<file path="src/common/addr_map_pkg.sv">
//////////////////////////////////////////////////
// Address map package
// Bus and table sizes plus the rule word that is
// read either as a range or as a NAPOT region
//////////////////////////////////////////////////

`default_nettype none

package addr_map_pkg;

  // Width of a request address on the bus
  localparam int unsigned ADDR_WIDTH = 16;

  // Number of rule slots in the table
  localparam int unsigned NUM_RULES = 8;

  // Number of target ports behind the decoder
  localparam int unsigned NUM_PORTS = 4;

  // A slot number must reach every one of the NUM_RULES slots
  localparam int unsigned RULE_IDX_WIDTH = 3;

  // A port index must reach every one of the NUM_PORTS targets
  localparam int unsigned PORT_IDX_WIDTH = 2;

  // Range view of a rule word
  // The start address lies inside the region and the end address lies just past it
  // An end address of zero stands for the top of the address space
  typedef struct packed {
    logic [ADDR_WIDTH-1:0] start_addr;
    logic [ADDR_WIDTH-1:0] end_addr;
  } rule_range_t;

  // NAPOT view of a rule word
  // Only the bits where the mask is one take part in the compare
  // A mask with its low n bits clear describes a 2**n byte region at the base
  typedef struct packed {
    logic [ADDR_WIDTH-1:0] base_addr;
    logic [ADDR_WIDTH-1:0] mask;
  } rule_napot_t;

  // One stored word, two readings
  // The per slot napot bit in the table says which member is meant
  // Start and base share the upper half, end and mask share the lower half
  typedef union packed {
    rule_range_t range_view;
    rule_napot_t napot_view;
  } rule_u;

endpackage

`default_nettype wire

</file>
<file path="src/addr_map/rule_table.sv">
//////////////////////////////////////////////////
// Rule table
// Holds the address rules written through the
// configuration port and shows them all at once
//////////////////////////////////////////////////

`timescale 1ns/1ps
`default_nettype none

module rule_table (
  input  logic                                              clk_i,
  input  logic                                              rst_i,
  // Configuration write port, one slot per strobe
  input  logic                                              cfg_we_i,
  input  logic [addr_map_pkg::RULE_IDX_WIDTH-1:0]           cfg_slot_i,
  input  logic                                              cfg_valid_i,
  input  logic                                              cfg_napot_i,
  input  logic [addr_map_pkg::PORT_IDX_WIDTH-1:0]           cfg_port_i,
  input  addr_map_pkg::rule_u                               cfg_rule_i,
  // Whole table, one entry per slot
  output logic [addr_map_pkg::NUM_RULES-1:0]                rule_valid_o,
  output logic [addr_map_pkg::NUM_RULES-1:0]                rule_napot_o,
  output logic [addr_map_pkg::NUM_RULES-1:0]
               [addr_map_pkg::PORT_IDX_WIDTH-1:0]           rule_port_o,
  output addr_map_pkg::rule_u [addr_map_pkg::NUM_RULES-1:0] rule_word_o
);

  import addr_map_pkg::*;

  // Per slot storage
  // Only the valid bits are control state, the rest is payload
  logic  [NUM_RULES-1:0]                     valid_q;
  logic  [NUM_RULES-1:0]                     napot_q;
  logic  [NUM_RULES-1:0][PORT_IDX_WIDTH-1:0] port_q;
  rule_u [NUM_RULES-1:0]                     word_q;

  // Valid bits
  // Reset empties the table so that no address can match a stale rule
  // A write may also clear a slot by sending cfg_valid_i low
  always_ff @(posedge clk_i) begin
    if (rst_i) begin
      valid_q <= '0;
    end else if (cfg_we_i) begin
      valid_q[cfg_slot_i] <= cfg_valid_i;
    end
  end

  // Rule contents
  // The kind bit, the target and the word are taken as given
  // Nothing checks for overlaps or an end below the start
  always_ff @(posedge clk_i) begin
    if (cfg_we_i) begin
      napot_q[cfg_slot_i] <= cfg_napot_i;
      port_q[cfg_slot_i]  <= cfg_port_i;
      word_q[cfg_slot_i]  <= cfg_rule_i;
    end
  end

  // The table is read straight from the flops
  // A request in the same cycle as a write therefore sees the old entry,
  // and the new one takes effect on the next cycle
  assign rule_valid_o = valid_q;
  assign rule_napot_o = napot_q;
  assign rule_port_o  = port_q;
  assign rule_word_o  = word_q;

endmodule

`default_nettype wire

</file>
<file path="src/addr_map/rule_match.sv">
//////////////////////////////////////////////////
// Rule match, decode stage
// Tests one address against every slot of the
// table and returns one match bit per slot
//////////////////////////////////////////////////

`timescale 1ns/1ps
`default_nettype none

module rule_match (
  // Address of the request being decoded
  input  logic [addr_map_pkg::ADDR_WIDTH-1:0]               req_addr_i,
  // Rule table contents
  input  logic [addr_map_pkg::NUM_RULES-1:0]                rule_valid_i,
  input  logic [addr_map_pkg::NUM_RULES-1:0]                rule_napot_i,
  input  addr_map_pkg::rule_u [addr_map_pkg::NUM_RULES-1:0] rule_word_i,
  // One bit per slot, set where the slot covers the address
  output logic [addr_map_pkg::NUM_RULES-1:0]                match_o
);

  import addr_map_pkg::*;

  // Every slot gets its own comparator, all of them work in parallel
  for (genvar i = 0; i < NUM_RULES; i++) begin : g_slot

    // The two readings of the same stored word
    rule_range_t rng;
    rule_napot_t npt;

    // Result of each reading, only one of them is used per slot
    logic range_hit;
    logic napot_hit;
    logic above_start;
    logic below_end;

    assign rng = rule_word_i[i].range_view;
    assign npt = rule_word_i[i].napot_view;

    // Range rule
    // The start is inclusive and the end is exclusive
    // A zero end means the region runs up to the top of the address space
    assign above_start = req_addr_i >= rng.start_addr;
    assign below_end   = (req_addr_i < rng.end_addr) || (rng.end_addr == '0);
    assign range_hit   = above_start && below_end;

    // NAPOT rule
    // Any bit that differs from the base under a set mask bit breaks the match
    assign napot_hit = ((req_addr_i ^ npt.base_addr) & npt.mask) == '0;

    // The kind bit picks the reading, and an empty slot never matches
    assign match_o[i] = rule_valid_i[i] && (rule_napot_i[i] ? napot_hit : range_hit);

  end

endmodule

`default_nettype wire

</file>
<file path="src/addr_map/addr_decode.sv">
//////////////////////////////////////////////////
// Address decode, execute stage
// Resolves the match vector by priority and
// falls back to the default port if enabled
//////////////////////////////////////////////////

`timescale 1ns/1ps
`default_nettype none

module addr_decode (
  // One bit per slot from the match stage
  input  logic [addr_map_pkg::NUM_RULES-1:0]          match_i,
  // Target port of every slot
  input  logic [addr_map_pkg::NUM_RULES-1:0]
               [addr_map_pkg::PORT_IDX_WIDTH-1:0]     rule_port_i,
  // Default mapping for addresses that no rule covers
  input  logic                                        default_en_i,
  input  logic [addr_map_pkg::PORT_IDX_WIDTH-1:0]     default_port_i,
  // Decision for the router
  output logic                                        hit_o,
  output logic [addr_map_pkg::PORT_IDX_WIDTH-1:0]     port_o,
  output logic                                        dec_err_o
);

  import addr_map_pkg::*;

  // Port of the winning rule and whether any rule matched at all
  logic                      any_match;
  logic [PORT_IDX_WIDTH-1:0] rule_port;

  // Priority select
  // The loop walks upwards, so a later match overwrites an earlier one
  // and the highest-numbered matching slot wins
  always_comb begin
    any_match = 1'b0;
    rule_port = '0;
    for (int i = 0; i < NUM_RULES; i++) begin
      if (match_i[i]) begin
        any_match = 1'b1;
        rule_port = rule_port_i[i];
      end
    end
  end

  // Final decision
  // A default port turns a miss into a hit, so the error only appears
  // when no rule matches and the default is switched off
  always_comb begin
    hit_o     = 1'b0;
    port_o    = '0;
    dec_err_o = 1'b0;
    if (any_match) begin
      hit_o  = 1'b1;
      port_o = rule_port;
    end else if (default_en_i) begin
      hit_o  = 1'b1;
      port_o = default_port_i;
    end else begin
      // Port stays at zero here, the router ignores it on an error
      dec_err_o = 1'b1;
    end
  end

endmodule

`default_nettype wire

</file>
<file path="src/hdl/req_router.sv">
//////////////////////////////////////////////////
// Request router, result stage
// Registers each request with its decision and
// fires one port strobe or an error pulse
//////////////////////////////////////////////////

`timescale 1ns/1ps
`default_nettype none

module req_router (
  input  logic                                    clk_i,
  input  logic                                    rst_i,
  // Request from the bus, one cycle strobe
  input  logic                                    req_i,
  input  logic [addr_map_pkg::ADDR_WIDTH-1:0]     req_addr_i,
  // Decision of the decode stages for this request
  input  logic                                    hit_i,
  input  logic [addr_map_pkg::PORT_IDX_WIDTH-1:0] port_i,
  input  logic                                    dec_err_i,
  // Routed request, one cycle after req_i
  output logic [addr_map_pkg::NUM_PORTS-1:0]      port_req_o,
  output logic [addr_map_pkg::ADDR_WIDTH-1:0]     port_addr_o,
  // Decode error pulse with the address that missed
  output logic                                    dec_err_o,
  output logic [addr_map_pkg::ADDR_WIDTH-1:0]     err_addr_o
);

  import addr_map_pkg::*;

  // Captured request
  // req_q is the only control bit, the rest only matters while it is set
  logic                      req_q;
  logic                      hit_q;
  logic                      err_q;
  logic [PORT_IDX_WIDTH-1:0] port_q;
  logic [ADDR_WIDTH-1:0]     addr_q;

  // Strobe into the stage
  // A new request may arrive every cycle, so this register is simply
  // overwritten while the previous result is on the outputs
  always_ff @(posedge clk_i) begin
    if (rst_i) begin
      req_q <= 1'b0;
    end else begin
      req_q <= req_i;
    end
  end

  // Decision and address ride along with the strobe
  always_ff @(posedge clk_i) begin
    if (req_i) begin
      hit_q  <= hit_i;
      err_q  <= dec_err_i;
      port_q <= port_i;
      addr_q <= req_addr_i;
    end
  end

  // Qualified results of the captured request
  logic route_fire;
  logic err_fire;

  assign route_fire = req_q && hit_q;
  assign err_fire   = req_q && err_q;

  // One-hot strobe
  // Each port compares its own number with the captured index
  for (genvar p = 0; p < NUM_PORTS; p++) begin : g_port
    assign port_req_o[p] = route_fire && (port_q == PORT_IDX_WIDTH'(p));
  end

  // Addresses read as zero when nothing was routed that way
  assign port_addr_o = route_fire ? addr_q : '0;
  assign dec_err_o   = err_fire;
  assign err_addr_o  = err_fire ? addr_q : '0;

endmodule

`default_nettype wire

</file>
<file path="src/hdl/addr_map_top.sv">
//////////////////////////////////////////////////
// Address map top level
// Rule table, match, decode and router joined
// into one request decoder
//////////////////////////////////////////////////

`timescale 1ns/1ps
`default_nettype none

module addr_map_top (
  input  logic                                    clk_i,
  input  logic                                    rst_i,
  // Configuration write into the rule table
  input  logic                                    cfg_we_i,
  input  logic [addr_map_pkg::RULE_IDX_WIDTH-1:0] cfg_slot_i,
  input  logic                                    cfg_valid_i,
  input  logic                                    cfg_napot_i,
  input  logic [addr_map_pkg::PORT_IDX_WIDTH-1:0] cfg_port_i,
  input  addr_map_pkg::rule_u                     cfg_rule_i,
  // Default mapping for unmatched addresses
  input  logic                                    default_en_i,
  input  logic [addr_map_pkg::PORT_IDX_WIDTH-1:0] default_port_i,
  // Incoming request
  input  logic                                    req_i,
  input  logic [addr_map_pkg::ADDR_WIDTH-1:0]     req_addr_i,
  // Routed request or decode error
  output logic [addr_map_pkg::NUM_PORTS-1:0]      port_req_o,
  output logic [addr_map_pkg::ADDR_WIDTH-1:0]     port_addr_o,
  output logic                                    dec_err_o,
  output logic [addr_map_pkg::ADDR_WIDTH-1:0]     err_addr_o
);

  import addr_map_pkg::*;

  // Table contents shared by the match and decode stages
  logic  [NUM_RULES-1:0]                     rule_valid;
  logic  [NUM_RULES-1:0]                     rule_napot;
  logic  [NUM_RULES-1:0][PORT_IDX_WIDTH-1:0] rule_port;
  rule_u [NUM_RULES-1:0]                     rule_word;

  // Combinational decode path into the router
  logic                      dec_hit;
  logic [NUM_RULES-1:0]      match;
  logic [PORT_IDX_WIDTH-1:0] dec_port;
  logic                      dec_err;

  rule_table table_i (
    .clk_i        (clk_i),
    .rst_i        (rst_i),
    .cfg_we_i     (cfg_we_i),
    .cfg_slot_i   (cfg_slot_i),
    .cfg_valid_i  (cfg_valid_i),
    .cfg_napot_i  (cfg_napot_i),
    .cfg_port_i   (cfg_port_i),
    .cfg_rule_i   (cfg_rule_i),
    .rule_valid_o (rule_valid),
    .rule_napot_o (rule_napot),
    .rule_port_o  (rule_port),
    .rule_word_o  (rule_word)
  );

  rule_match match_i (
    .req_addr_i   (req_addr_i),
    .rule_valid_i (rule_valid),
    .rule_napot_i (rule_napot),
    .rule_word_i  (rule_word),
    .match_o      (match)
  );

  addr_decode decode_i (
    .match_i        (match),
    .rule_port_i    (rule_port),
    .default_en_i   (default_en_i),
    .default_port_i (default_port_i),
    .hit_o          (dec_hit),
    .port_o         (dec_port),
    .dec_err_o      (dec_err)
  );

  req_router router_i (
    .clk_i       (clk_i),
    .rst_i       (rst_i),
    .req_i       (req_i),
    .req_addr_i  (req_addr_i),
    .hit_i       (dec_hit),
    .port_i      (dec_port),
    .dec_err_i   (dec_err),
    .port_req_o  (port_req_o),
    .port_addr_o (port_addr_o),
    .dec_err_o   (dec_err_o),
    .err_addr_o  (err_addr_o)
  );

endmodule

`default_nettype wire

</file>
<file path="config.mk">
export PLATFORM = sky130hd
export DESIGN_NAME = addr_map_top
export DESIGN_NICKNAME = d
export VERILOG_FILES = /design/src/common/addr_map_pkg.sv /design/src/addr_map/rule_table.sv /design/src/addr_map/rule_match.sv /design/src/addr_map/addr_decode.sv /design/src/hdl/req_router.sv /design/src/hdl/addr_map_top.sv
export SDC_FILE = /design/constraint.sdc
export NUM_CORES = 1
export LEC_CHECK = 0
export ABC_CLOCK_PERIOD_IN_PS = 4200
export BUFFER_PORTS_ARGS = -buffer_cell sky130_fd_sc_hd__buf_2
export CAP_MARGIN = 20
export CORE_MARGIN = 3
export CORE_UTILIZATION = 62
export CTS_CLUSTER_DIAMETER = 100
export DETAILED_ROUTE_END_ITERATION = 8
export GPL_TIMING_DRIVEN = 0
export PLACE_DENSITY = 0.8
export SLEW_MARGIN = 15
export SYNTH_ARGS = -nofsm -noshare
export SYNTH_HDL_FRONTEND = slang
export SYNTH_SLANG_ARGS = --single-unit
</file>
<file path="constraint.sdc">
create_clock -name clk_i -period 4.2 [get_ports clk_i]
set_clock_uncertainty 0.2 [all_clocks]
set_input_delay 0.42 -clock clk_i [delete_from_list [all_inputs] [get_ports clk_i]]
set_output_delay 0.42 -clock clk_i [all_outputs]
set_load 0.005 [all_outputs]
</file>
==> flow_summary.json, run 1 <==
{
  "holdPathStages": 2,
  "viasPerCell": 6.48,
  "crit_slowest_cell": "o41ai_2",
  "grt_usage_pct": 33.5,
  "synth_edf_count": 300,
  "grt.overflow.total": 0,
  "hold_start": "cfg_slot_i[1]",
  "fillers": 1890,
  "power_leakage_uw": 0.00849,
  "numCtsBuffers": 31,
  "num_rows": 60,
  "cap_viol_max_count": 0,
  "r2r_start": "table_i.rule_word_o[186]",
  "cts_num_sinks": 309,
  "required_ns": 4.36,
  "drt_iter0_drc": 1567,
  "yosys_warnings": 0,
  "crit_fanout": 10,
  "dp.final_hpwl_mm": 33.8,
  "path_clk_slew_ns": 0.07,
  "yosysTopAreaCell": "edfxtp_1",
  "wl_per_cell_um": 25.3,
  "rsz0062_at_grt": "false",
  "cp-start-kind": "input port",
  "synthCells": 1446,
  "initial_utilization_pct": 63.1,
  "power.density_mw_per_mm2": 380,
  "outcome": "completed",
  "worstMarginPinSlew_ns": 0.753,
  "syn-num-nets": 1756,
  "min_to": "table_i.rule_port_o[3]",
  "fmax_mhz": 253,
  "arrival_ns": 4.11,
  "seq_area_frac_synth_pct": 53.8,
  "syn_avg_cell_area_um2": 11.8,
  "grt_pass1_wl_mm": 72.3,
  "clockBufferDepth": 3,
  "ys_ff_latch": 309,
  "criticalPathCategory": "input port to flip-flop",
  "slew_violations": 0,
  "period_needed_ns": 3.95,
  "die_x_um": 172,
  "dieArea_mm2": 0.0296,
  "critical-path-max-stage-delay_ns": 0.62,
  "r2r-end": "router_i.port_q[1]",
  "drc_errors": 0,
  "reg2reg_depth": 9,
  "synth_area_leaders": "edfxtp_1 53%, ha_1 18%, inv_1 5.8%",
  "first_global_vias": 12190,
  "dr.pass1.iters": 5,
  "r2r_slack_ns": 0.71,
  "hp-class": "input port to flip-flop",
  "finalWorstSetupSlack_ns": 0.252,
  "cts_tree": "done",
  "dieHeight_um": 172,
  "power_uw": 7360,
  "synth.lib_cells_used.distinct": 67,
  "async_reset_ff_share_pct": 0,
  "io_buffers": 96,
  "timing.final.crit_share_pct": 94.0,
  "drive_above_1_share_pct": 11.5,
  "synthFlopType": "edfxtp_1",
  "grt_max_degree": 32,
  "area_growth_pct": 13.5,
  "cp_top_family": "compound AO/OA/AOI/OAI gates",
  "slew_headroom_pct": 49.2,
  "root_buffer": "clkbuf_16",
  "crit_buf_inv": 2,
  "ios": 99,
  "antenna_found_initial": 4,
  "final_nets": 1900,
  "netlist_area_mm2": 0.0171,
  "drtAntennaViolNets": 0,
  "wl_mm": 49.5,
  "cp-end-kind": "flip-flop",
  "setup_violations": 0,
  "yosysTopAreaCellShare_pct": 52.8,
  "core_area_mm2": 0.0270,
  "routabilityCongestion": 0.912,
  "htree_num_levels": 1,
  "crit_chain": "buf_2 > inv_1 > ha_1 > nor2b_1 > o21ai_1 > a41oi_1 > a211oi_1 > o41ai_2 > o211ai_1 > or4_4 > o311ai_1",
  "cts-resized-gates": 0,
  "post-place-ws_ns": -0.159,
  "finalHoldViolCount": 0,
  "vias": 12688,
  "clk_latency_ns": 0.58,
  "peakVddDrop_uv": 522
}
-- report_power, final --
group / internal (µW) / switching [µW] / total, µW
sequential: 3500 / 44.9 / 3540
combinational: 283 / 541 / 824
clock: 1800 / 1190 / 2990
total: 5580 / 1780 / 7360
-- metal layers --
metal,routed length (µm),part of all wire [%],up-vias,track usage [%]
li1,-,-,5746,-
met1,19100,39,6040,46.8
met2,22100,45,783,53.0
met3,6100,12,119,5.76
met4,2150,4.3,0,13.0
met5,0,0,-,0
-- synthesized netlist by cell type (12+ instances only) --
library cell and count:
o21a_1 12, a21oi_1 83, nor2_1 40, and3_1 34
nand3_1 24, ha_1 248, nor3_1 21, edfxtp_1 300
inv_1 263, a21o_1 29, nand2_1 51, o22ai_1 47
nor4_1 39, a211oi_1 15, o211ai_1 14, nand2b_1 22
nand4_1 33, o21ai_0 48
-- area by class of cell --
class	instances	area, µm²	share of cell area (%)
tap	341	427	2.20
timing repair buffer	111	717	3.70
sequential	309	9190	47.4
antenna	3	7.51	0.0387
multi-input combinational	863	6900	35.6
clock buffer	36	805	4.15
inverter	267	1000	5.17
clock inverter	21	299	1.54
buffer	7	26.3	0.136
-- through the flow --
stage / std cells / util (%) / TNS [ns] / area, µm² / hold WS [ns]
3_3_place_gp: 1883 / 66.5 / -46.40 / 18000 / 0.291
4_1_cts: 1955 / 71.7 / 0 / 19400 / 0.0357
5_1_grt: 1956 / 71.7 / 0 / 19400 / 0.0448
3_5_place_dp: 1895 / 67.5 / -0.391 / 18200 / 0.294
6_report: 1958 / 71.7 / 0 / 19400 / 0.0592
2_1_floorplan: 1446 / - / 0 / 17100 / 0.250
-- logic make-up after synthesis --
kind of cell               Yosys count  share of synthesized area [%]
AOI/OAI and AO/OA                  317                           12.3
adders and majority gates          248                           18.2
buffers and inverters              274                           6.03
DFF                                309                           53.8
muxes                                2                          0.117
and+or+nand+nor                    296                           9.52
-- how the worst max path moves through the flow --
stage / startpoint / endpoint / cells after the start
2_1_floorplan: cfg_slot_i[0] / table_i.rule_valid_o[0] / 4
3_3_place_gp: cfg_slot_i[0] / table_i.rule_valid_o[0] / 5
3_5_place_dp: req_addr_i[0] / router_i.port_q[1] / 11
4_1_cts: req_addr_i[0] / router_i.port_q[1] / 11
5_1_grt: req_addr_i[0] / router_i.port_q[1] / 11
6_report: req_addr_i[0] / router_i.port_q[1] / 11
-- sequential cells by signal, indices dropped and copies added, names as in the netlist --
| signal | count |
|---|---|
| table_i.rule_word_o | 256 |
| router_i.req_q | 1 |
| router_i.err_q | 1 |
| router_i.hit_q | 1 |
| router_i.addr_q | 16 |
| table_i.rule_valid_o | 8 |
| table_i.rule_napot_o | 8 |
| table_i.rule_port_o | 16 |
| router_i.port_q | 2 |
-- timing repair --
action	CTS	global route
buffers inserted	0	0
setup endpoints to repair	0	0
hold endpoints to repair	18	0
hold buffers	3	0
-- cell usage in the layout (no fill, tap or decap), types with 4 or more instances in the layout --
cell type,instances
dfxtp_1,9
nor2_4,6
and3_1,34
nor3_1,19
a21oi_1,83
nand2b_1,22
nand2_1,51
nor4_1,39
edfxtp_1,300
a211oi_1,15
o22ai_1,47
nor2_1,34
ha_1,248
a211o_1,5
clkbuf_1,11
bufinv_16,7
o21ai_0,48
clkbuf_16,31
nand3_1,24
o21ai_1,4
inv_2,4
nor2b_1,9
nand4_1,33
o221ai_1,4
o21a_1,12
a21o_1,29
o211ai_1,14
buf_16,5
clkinv_2,4
o2111ai_1,5
a221oi_1,6
a31oi_1,8
buf_4,5
inv_1,263
buf_2,96
No activity file was read; power rests on OpenSTA's default activity.
==> run 2: changes to the inputs <==
ABC_CLOCK_PERIOD_IN_PS = 4300   (was 4200)
CTS_CLUSTER_DIAMETER = unset   (was 100)
PLACE_DENSITY = unset   (was 0.8)
PLACE_DENSITY_LB_ADDON = 0.1   (was unset)
clock period = 4.3 ns   (was 4.2 ns; I/O delays follow)
==> flow_summary.json, run 2 (synthesized netlist as in run 1, its figures left out) <==
{
  "fmax_mhz": 266,
  "hp-class": "input port to flip-flop",
  "routabilityCongestion": 0.935,
  "final_common_cell": "edfxtp_1",
  "ios": 99,
  "rsz0062_at_grt": "false",
  "crit_slowest_cell": "or4_4",
  "grt_pass1_wl_mm": 71.8,
  "peakVddDrop_uv": 347,
  "power_leakage_uw": 0.00846,
  "cts-resized-gates": 0,
  "num_rows": 60,
  "viasPerCell": 6.43,
  "dieHeight_um": 172,
  "vias": 12589,
  "initial_utilization_pct": 63.1,
  "cp-end-kind": "flip-flop",
  "drtAntennaViolNets": 0,
  "clk_latency_ns": 0.51,
  "slew_violations": 0,
  "drt_iter0_drc": 1531,
  "area_growth_pct": 13.1,
  "wl_mm": 50.0,
  "drc_errors": 0,
  "final_core_util_pct": 71.4,
  "clockBufferDepth": 3,
  "design_area_mm2": 0.0193,
  "finalHoldViolCount": 0,
  "cts_num_sinks": 309,
  "die_x_um": 172,
  "numCtsBuffers": 34,
  "period_needed_ns": 3.75,
  "worstMarginPinSlew_ns": 0.743,
  "slew_headroom_pct": 50.5,
  "io_buffers": 96,
  "root_buffer": "clkbuf_16",
  "dp.cells": 1895,
  "required_ns": 4.40,
  "dieArea_mm2": 0.0296,
  "timing.final.crit_share_pct": 87.3,
  "crit_cells": 11,
  "cp_top_family": "compound AO/OA/AOI/OAI gates",
  "arrival_ns": 3.86,
  "grt_max_degree": 29,
  "cp-start-kind": "input port",
  "crit_buf_inv": 2,
  "grt.overflow.total": 0,
  "dr.pass1.iters": 6,
  "largest_register_ffs": 256,
  "crit_chain": "buf_2 > inv_1 > ha_1 > nor2b_1 > o21ai_1 > a41oi_1 > a211oi_1 > o41ai_2 > o211ai_1 > or4_4 > o311ai_1",
  "first_global_vias": 11879,
  "holdPathStages": 2,
  "power.density_mw_per_mm2": 364,
  "critical-path-max-stage-delay_ns": 0.61,
  "ctsHoldBuffers": 0,
  "core_area_mm2": 0.0270,
  "crit_fanout": 10,
  "outcome": "completed",
  "htree_num_levels": 2,
  "cap_viol_max_count": 0,
  "layout_common_cells": "300 x edfxtp_1, 263 x inv_1, 248 x ha_1",
  "post-place-ws_ns": 0.0691,
  "drive_above_1_share_pct": 11.1,
  "setup_violations": 0,
  "wl_per_cell_um": 25.5,
  "reg2reg_depth": 11,
  "antenna_found_initial": 6,
  "grt_usage_pct": 33.8,
  "path_clk_slew_ns": 0.06,
  "post_cts_buffers": 0,
  "criticalPathCategory": "input port to flip-flop",
  "cts_tree": "done",
  "finalWorstSetupSlack_ns": 0.548,
  "dpl-instance-area_mm2": 0.0182,
  "final_nets": 1900,
  "worst_hold_slack_ns": 0.0352,
  "fin_cells": 1958,
  "dp.final_hpwl_mm": 33.3
}
-- run 2: cell types whose count changed in the layout (fill, tap and decap cells not counted), sizes merged --
cell,delta
clkinvlp,-2
inv,-1
dlygate4sd3,-3
bufinv,-6
clkinv,-3
clkbuf,+15
-- run 2: layout make-up --
cell class              count  area [µm²]
flip-flops and latches    309        9190
multi-input cells         863        6900
inverters                 267        1000
well taps                 341         427
clock buffers              51         988
diodes                      3        7.51
clock inverters             9        67.6
fillers                  1941        7730
repair buffers            108         683
plain buffers               7        26.3
-- run 2: metal layers --
layer,global-route usage [%],wire [µm],up-vias
met5,0,13,-
met4,13.2,2130,2
met3,4.71,5110,128
met2,53.3,22400,687
met1,47.9,20300,6041
li1,-,-,5731
-- run 2: path summary, 6_finish.rpt --
| kind | slack [ns] | from | endpoint |
|---|---|---|---|
| worst min register to register | 0.32 | table_i.rule_valid_o[5] | table_i.rule_valid_o[5] |
| worst max-delay path | 0.55 | req_addr_i[0] | router_i.port_q[0] |
| worst min-delay path | 0.04 | default_en_i | router_i.err_q |
| worst max register to register | 0.86 | table_i.rule_word_o[46] | router_i.port_q[0] |
-- run 2: power by group --
| part | switching, µW | internal, µW | total (µW) |
|---|---|---|---|
| registers | 43.6 | 3420 | 3460 |
| clock network | 1110 | 1650 | 2760 |
| logic | 530 | 273 | 802 |
| total | 1690 | 5340 | 7020 |
-- run 2: through the flow --
stage | TNS, ns | power [µW]
after floorplan | 0 | 3930
after global placement | -47.54 | 4270
after detailed placement | 0 | 4300
after CTS | 0 | 7030
after global routing | 0 | 7270
final | 0 | 7020
==> run 3: changes to the inputs <==
MAX_ROUTING_LAYER = met4   (was unset)
==> flow_summary.json, run 3 (synthesized netlist as in run 1, its figures left out) <==
{
  "path_clk_slew_ns": 0.06,
  "required_ns": 4.45,
  "initial_utilization_pct": 63.1,
  "finalHoldViolCount": 0,
  "outcome": "completed",
  "cp-end-kind": "flip-flop",
  "wl_per_cell_um": 25.3,
  "slew_violations": 0,
  "period_needed_ns": 3.74,
  "ios": 99,
  "num_rows": 60,
  "area_growth_pct": 13.2,
  "root_buffer": "clkbuf_16",
  "hp-class": "input port to flip-flop",
  "switchingPower_uw": 1690,
  "cap_viol_max_count": 0,
  "clockBufferDepth": 3,
  "grt_max_degree": 23,
  "htree_num_levels": 1,
  "grt.overflow.total": 0,
  "slew_headroom_pct": 49.5,
  "cts_tree": "done",
  "io_buffers": 96,
  "drc_errors": 0,
  "drt_iter0_drc": 1522,
  "antenna-diode-count": 0,
  "grt_usage_pct": 34.5,
  "rsz0062_at_grt": "false",
  "final_nets": 1900,
  "crit_fanout": 10,
  "clkPwrFrac_pct": 39.3,
  "criticalPathCategory": "input port to flip-flop",
  "timing.final.crit_share_pct": 86.9,
  "drtAntennaViolNets": 0,
  "worstMarginPinSlew_ns": 0.758,
  "grt_pass1_wl_mm": 70.7,
  "pwr-share-seq_pct": 49.2,
  "antenna_found_initial": 5,
  "cts_num_sinks": 309,
  "cp-start-kind": "input port",
  "p_sw_share_pct": 24.1,
  "routabilityCongestion": 0.961,
  "p_comb_share_pct": 11.5,
  "first_global_vias": 11624,
  "clk_latency_ns": 0.56,
  "largest_register_ffs": 256,
  "intPower_uw": 5330,
  "dieHeight_um": 172,
  "power_uw": 7020,
  "drive_above_1_share_pct": 11.5,
  "peakVddDrop_uv": 379,
  "fmax_mhz": 268,
  "wl_mm": 49.5,
  "power_leakage_uw": 0.00848,
  "post_cts_buffers": 0,
  "numCtsBuffers": 31,
  "dr.pass1.iters": 5,
  "dp.cells": 1895,
  "dp.final_hpwl_mm": 33.2,
  "setup_violations": 0,
  "dieArea_mm2": 0.0296,
  "final_common_cell": "edfxtp_1",
  "fillers": 1911,
  "arrival_ns": 3.89,
  "layout_common_cells": "300 x edfxtp_1, 263 x inv_1, 248 x ha_1",
  "core_area_mm2": 0.0270,
  "viasPerCell": 6.33,
  "die_x_um": 172,
  "power.density_mw_per_mm2": 364,
  "fin_cells": 1955,
  "vias": 12373
}
-- run 3: changes by cell type in the layout (fill, tap and decap cells not counted) --
| cell | previous run | this run |
|---|---|---|
| clkinv_2 | 3 | 6 |
| dlygate4sd3_1 | 0 | 3 |
| buf_12 | 1 | 0 |
| inv_6 | 0 | 1 |
| clkbuf_1 | 20 | 12 |
| bufinv_16 | 1 | 4 |
| clkbuf_8 | 1 | 5 |
| diode_2 | 3 | 0 |
| clkinv_1 | 4 | 3 |
| clkbuf_16 | 37 | 31 |
| clkinvlp_4 | 1 | 2 |
| buf_16 | 5 | 6 |
-- run 3: final timing paths --
kind                                               from                      end  slack [ns]  cells past startpoint
worst max-delay path                      req_addr_i[0]       router_i.port_q[0]        0.56                     11
worst min-delay path                  default_port_i[1]       router_i.port_q[1]        0.08                      3
worst max register to register  table_i.rule_word_o[46]       router_i.port_q[0]        0.87                     11
worst min register to register  table_i.rule_valid_o[3]  table_i.rule_valid_o[3]        0.30                      2
-- run 3: repair_timing --
action,4_1_cts,5_1_grt
hold buffers,3,0
gates resized for setup,0,0
hold endpoints to repair,18,0
-- run 3: final cells by class --
type / count / area, µm² / area share (%)
flip-flops and latches: 309 / 9190 / 47.6
multi-input cells: 863 / 6900 / 35.7
inverters: 267 / 1000 / 5.19
clock buffers: 41 / 863 / 4.47
repair buffers: 111 / 721 / 3.73
well taps: 341 / 427 / 2.21
clock inverters: 16 / 185 / 0.959
plain buffers: 7 / 26.3 / 0.136
-- run 3: power by group through the flow --
stage | Clock (µW) | Sequential [µW] | Combinational (µW)
after floorplan | 0 | 3510 | 421
after global placement | 0 | 3520 | 748
after detailed placement | 0 | 3520 | 783
after CTS | 2790 | 3460 | 790
after global routing | 2910 | 3470 | 879
final | 2760 | 3460 | 805
-- run 3: worst max-delay path, cell delays in order --
cell      delay (ns)
buf_2           0.37
inv_1           0.44
ha_1            0.44
nor2b_1         0.11
o21ai_1         0.10
a41oi_1         0.22
a211oi_1        0.13
o41ai_2         0.45
o211ai_1        0.24
or4_4           0.62
o311ai_1        0.32
-- run 3: metal layers --
layer / share of wire (%) / global-route usage, % / up-vias
li1: - / - / 5741
met4: 4.4 / 12.5 / 0
met5: 0 / - / -
met1: 40 / 47.8 / 5865
met3: 12 / 5.88 / 119
met2: 44 / 51.9 / 648
-- run 3: metrics by stage --
stage                     hold slack, ns  area, µm²  worst slack [ns]  utilization, %  TNS [ns]
after global routing              0.0755      19300             0.437            71.5         0
after global placement             0.281      18000            -0.743            66.5    -47.71
after CTS                         0.0580      19300             0.595            71.5         0
after floorplan                    0.250      17100             0.428               -         0
final                             0.0788      19300             0.563            71.5         0
after detailed placement           0.278      18200            0.0495            67.5         0
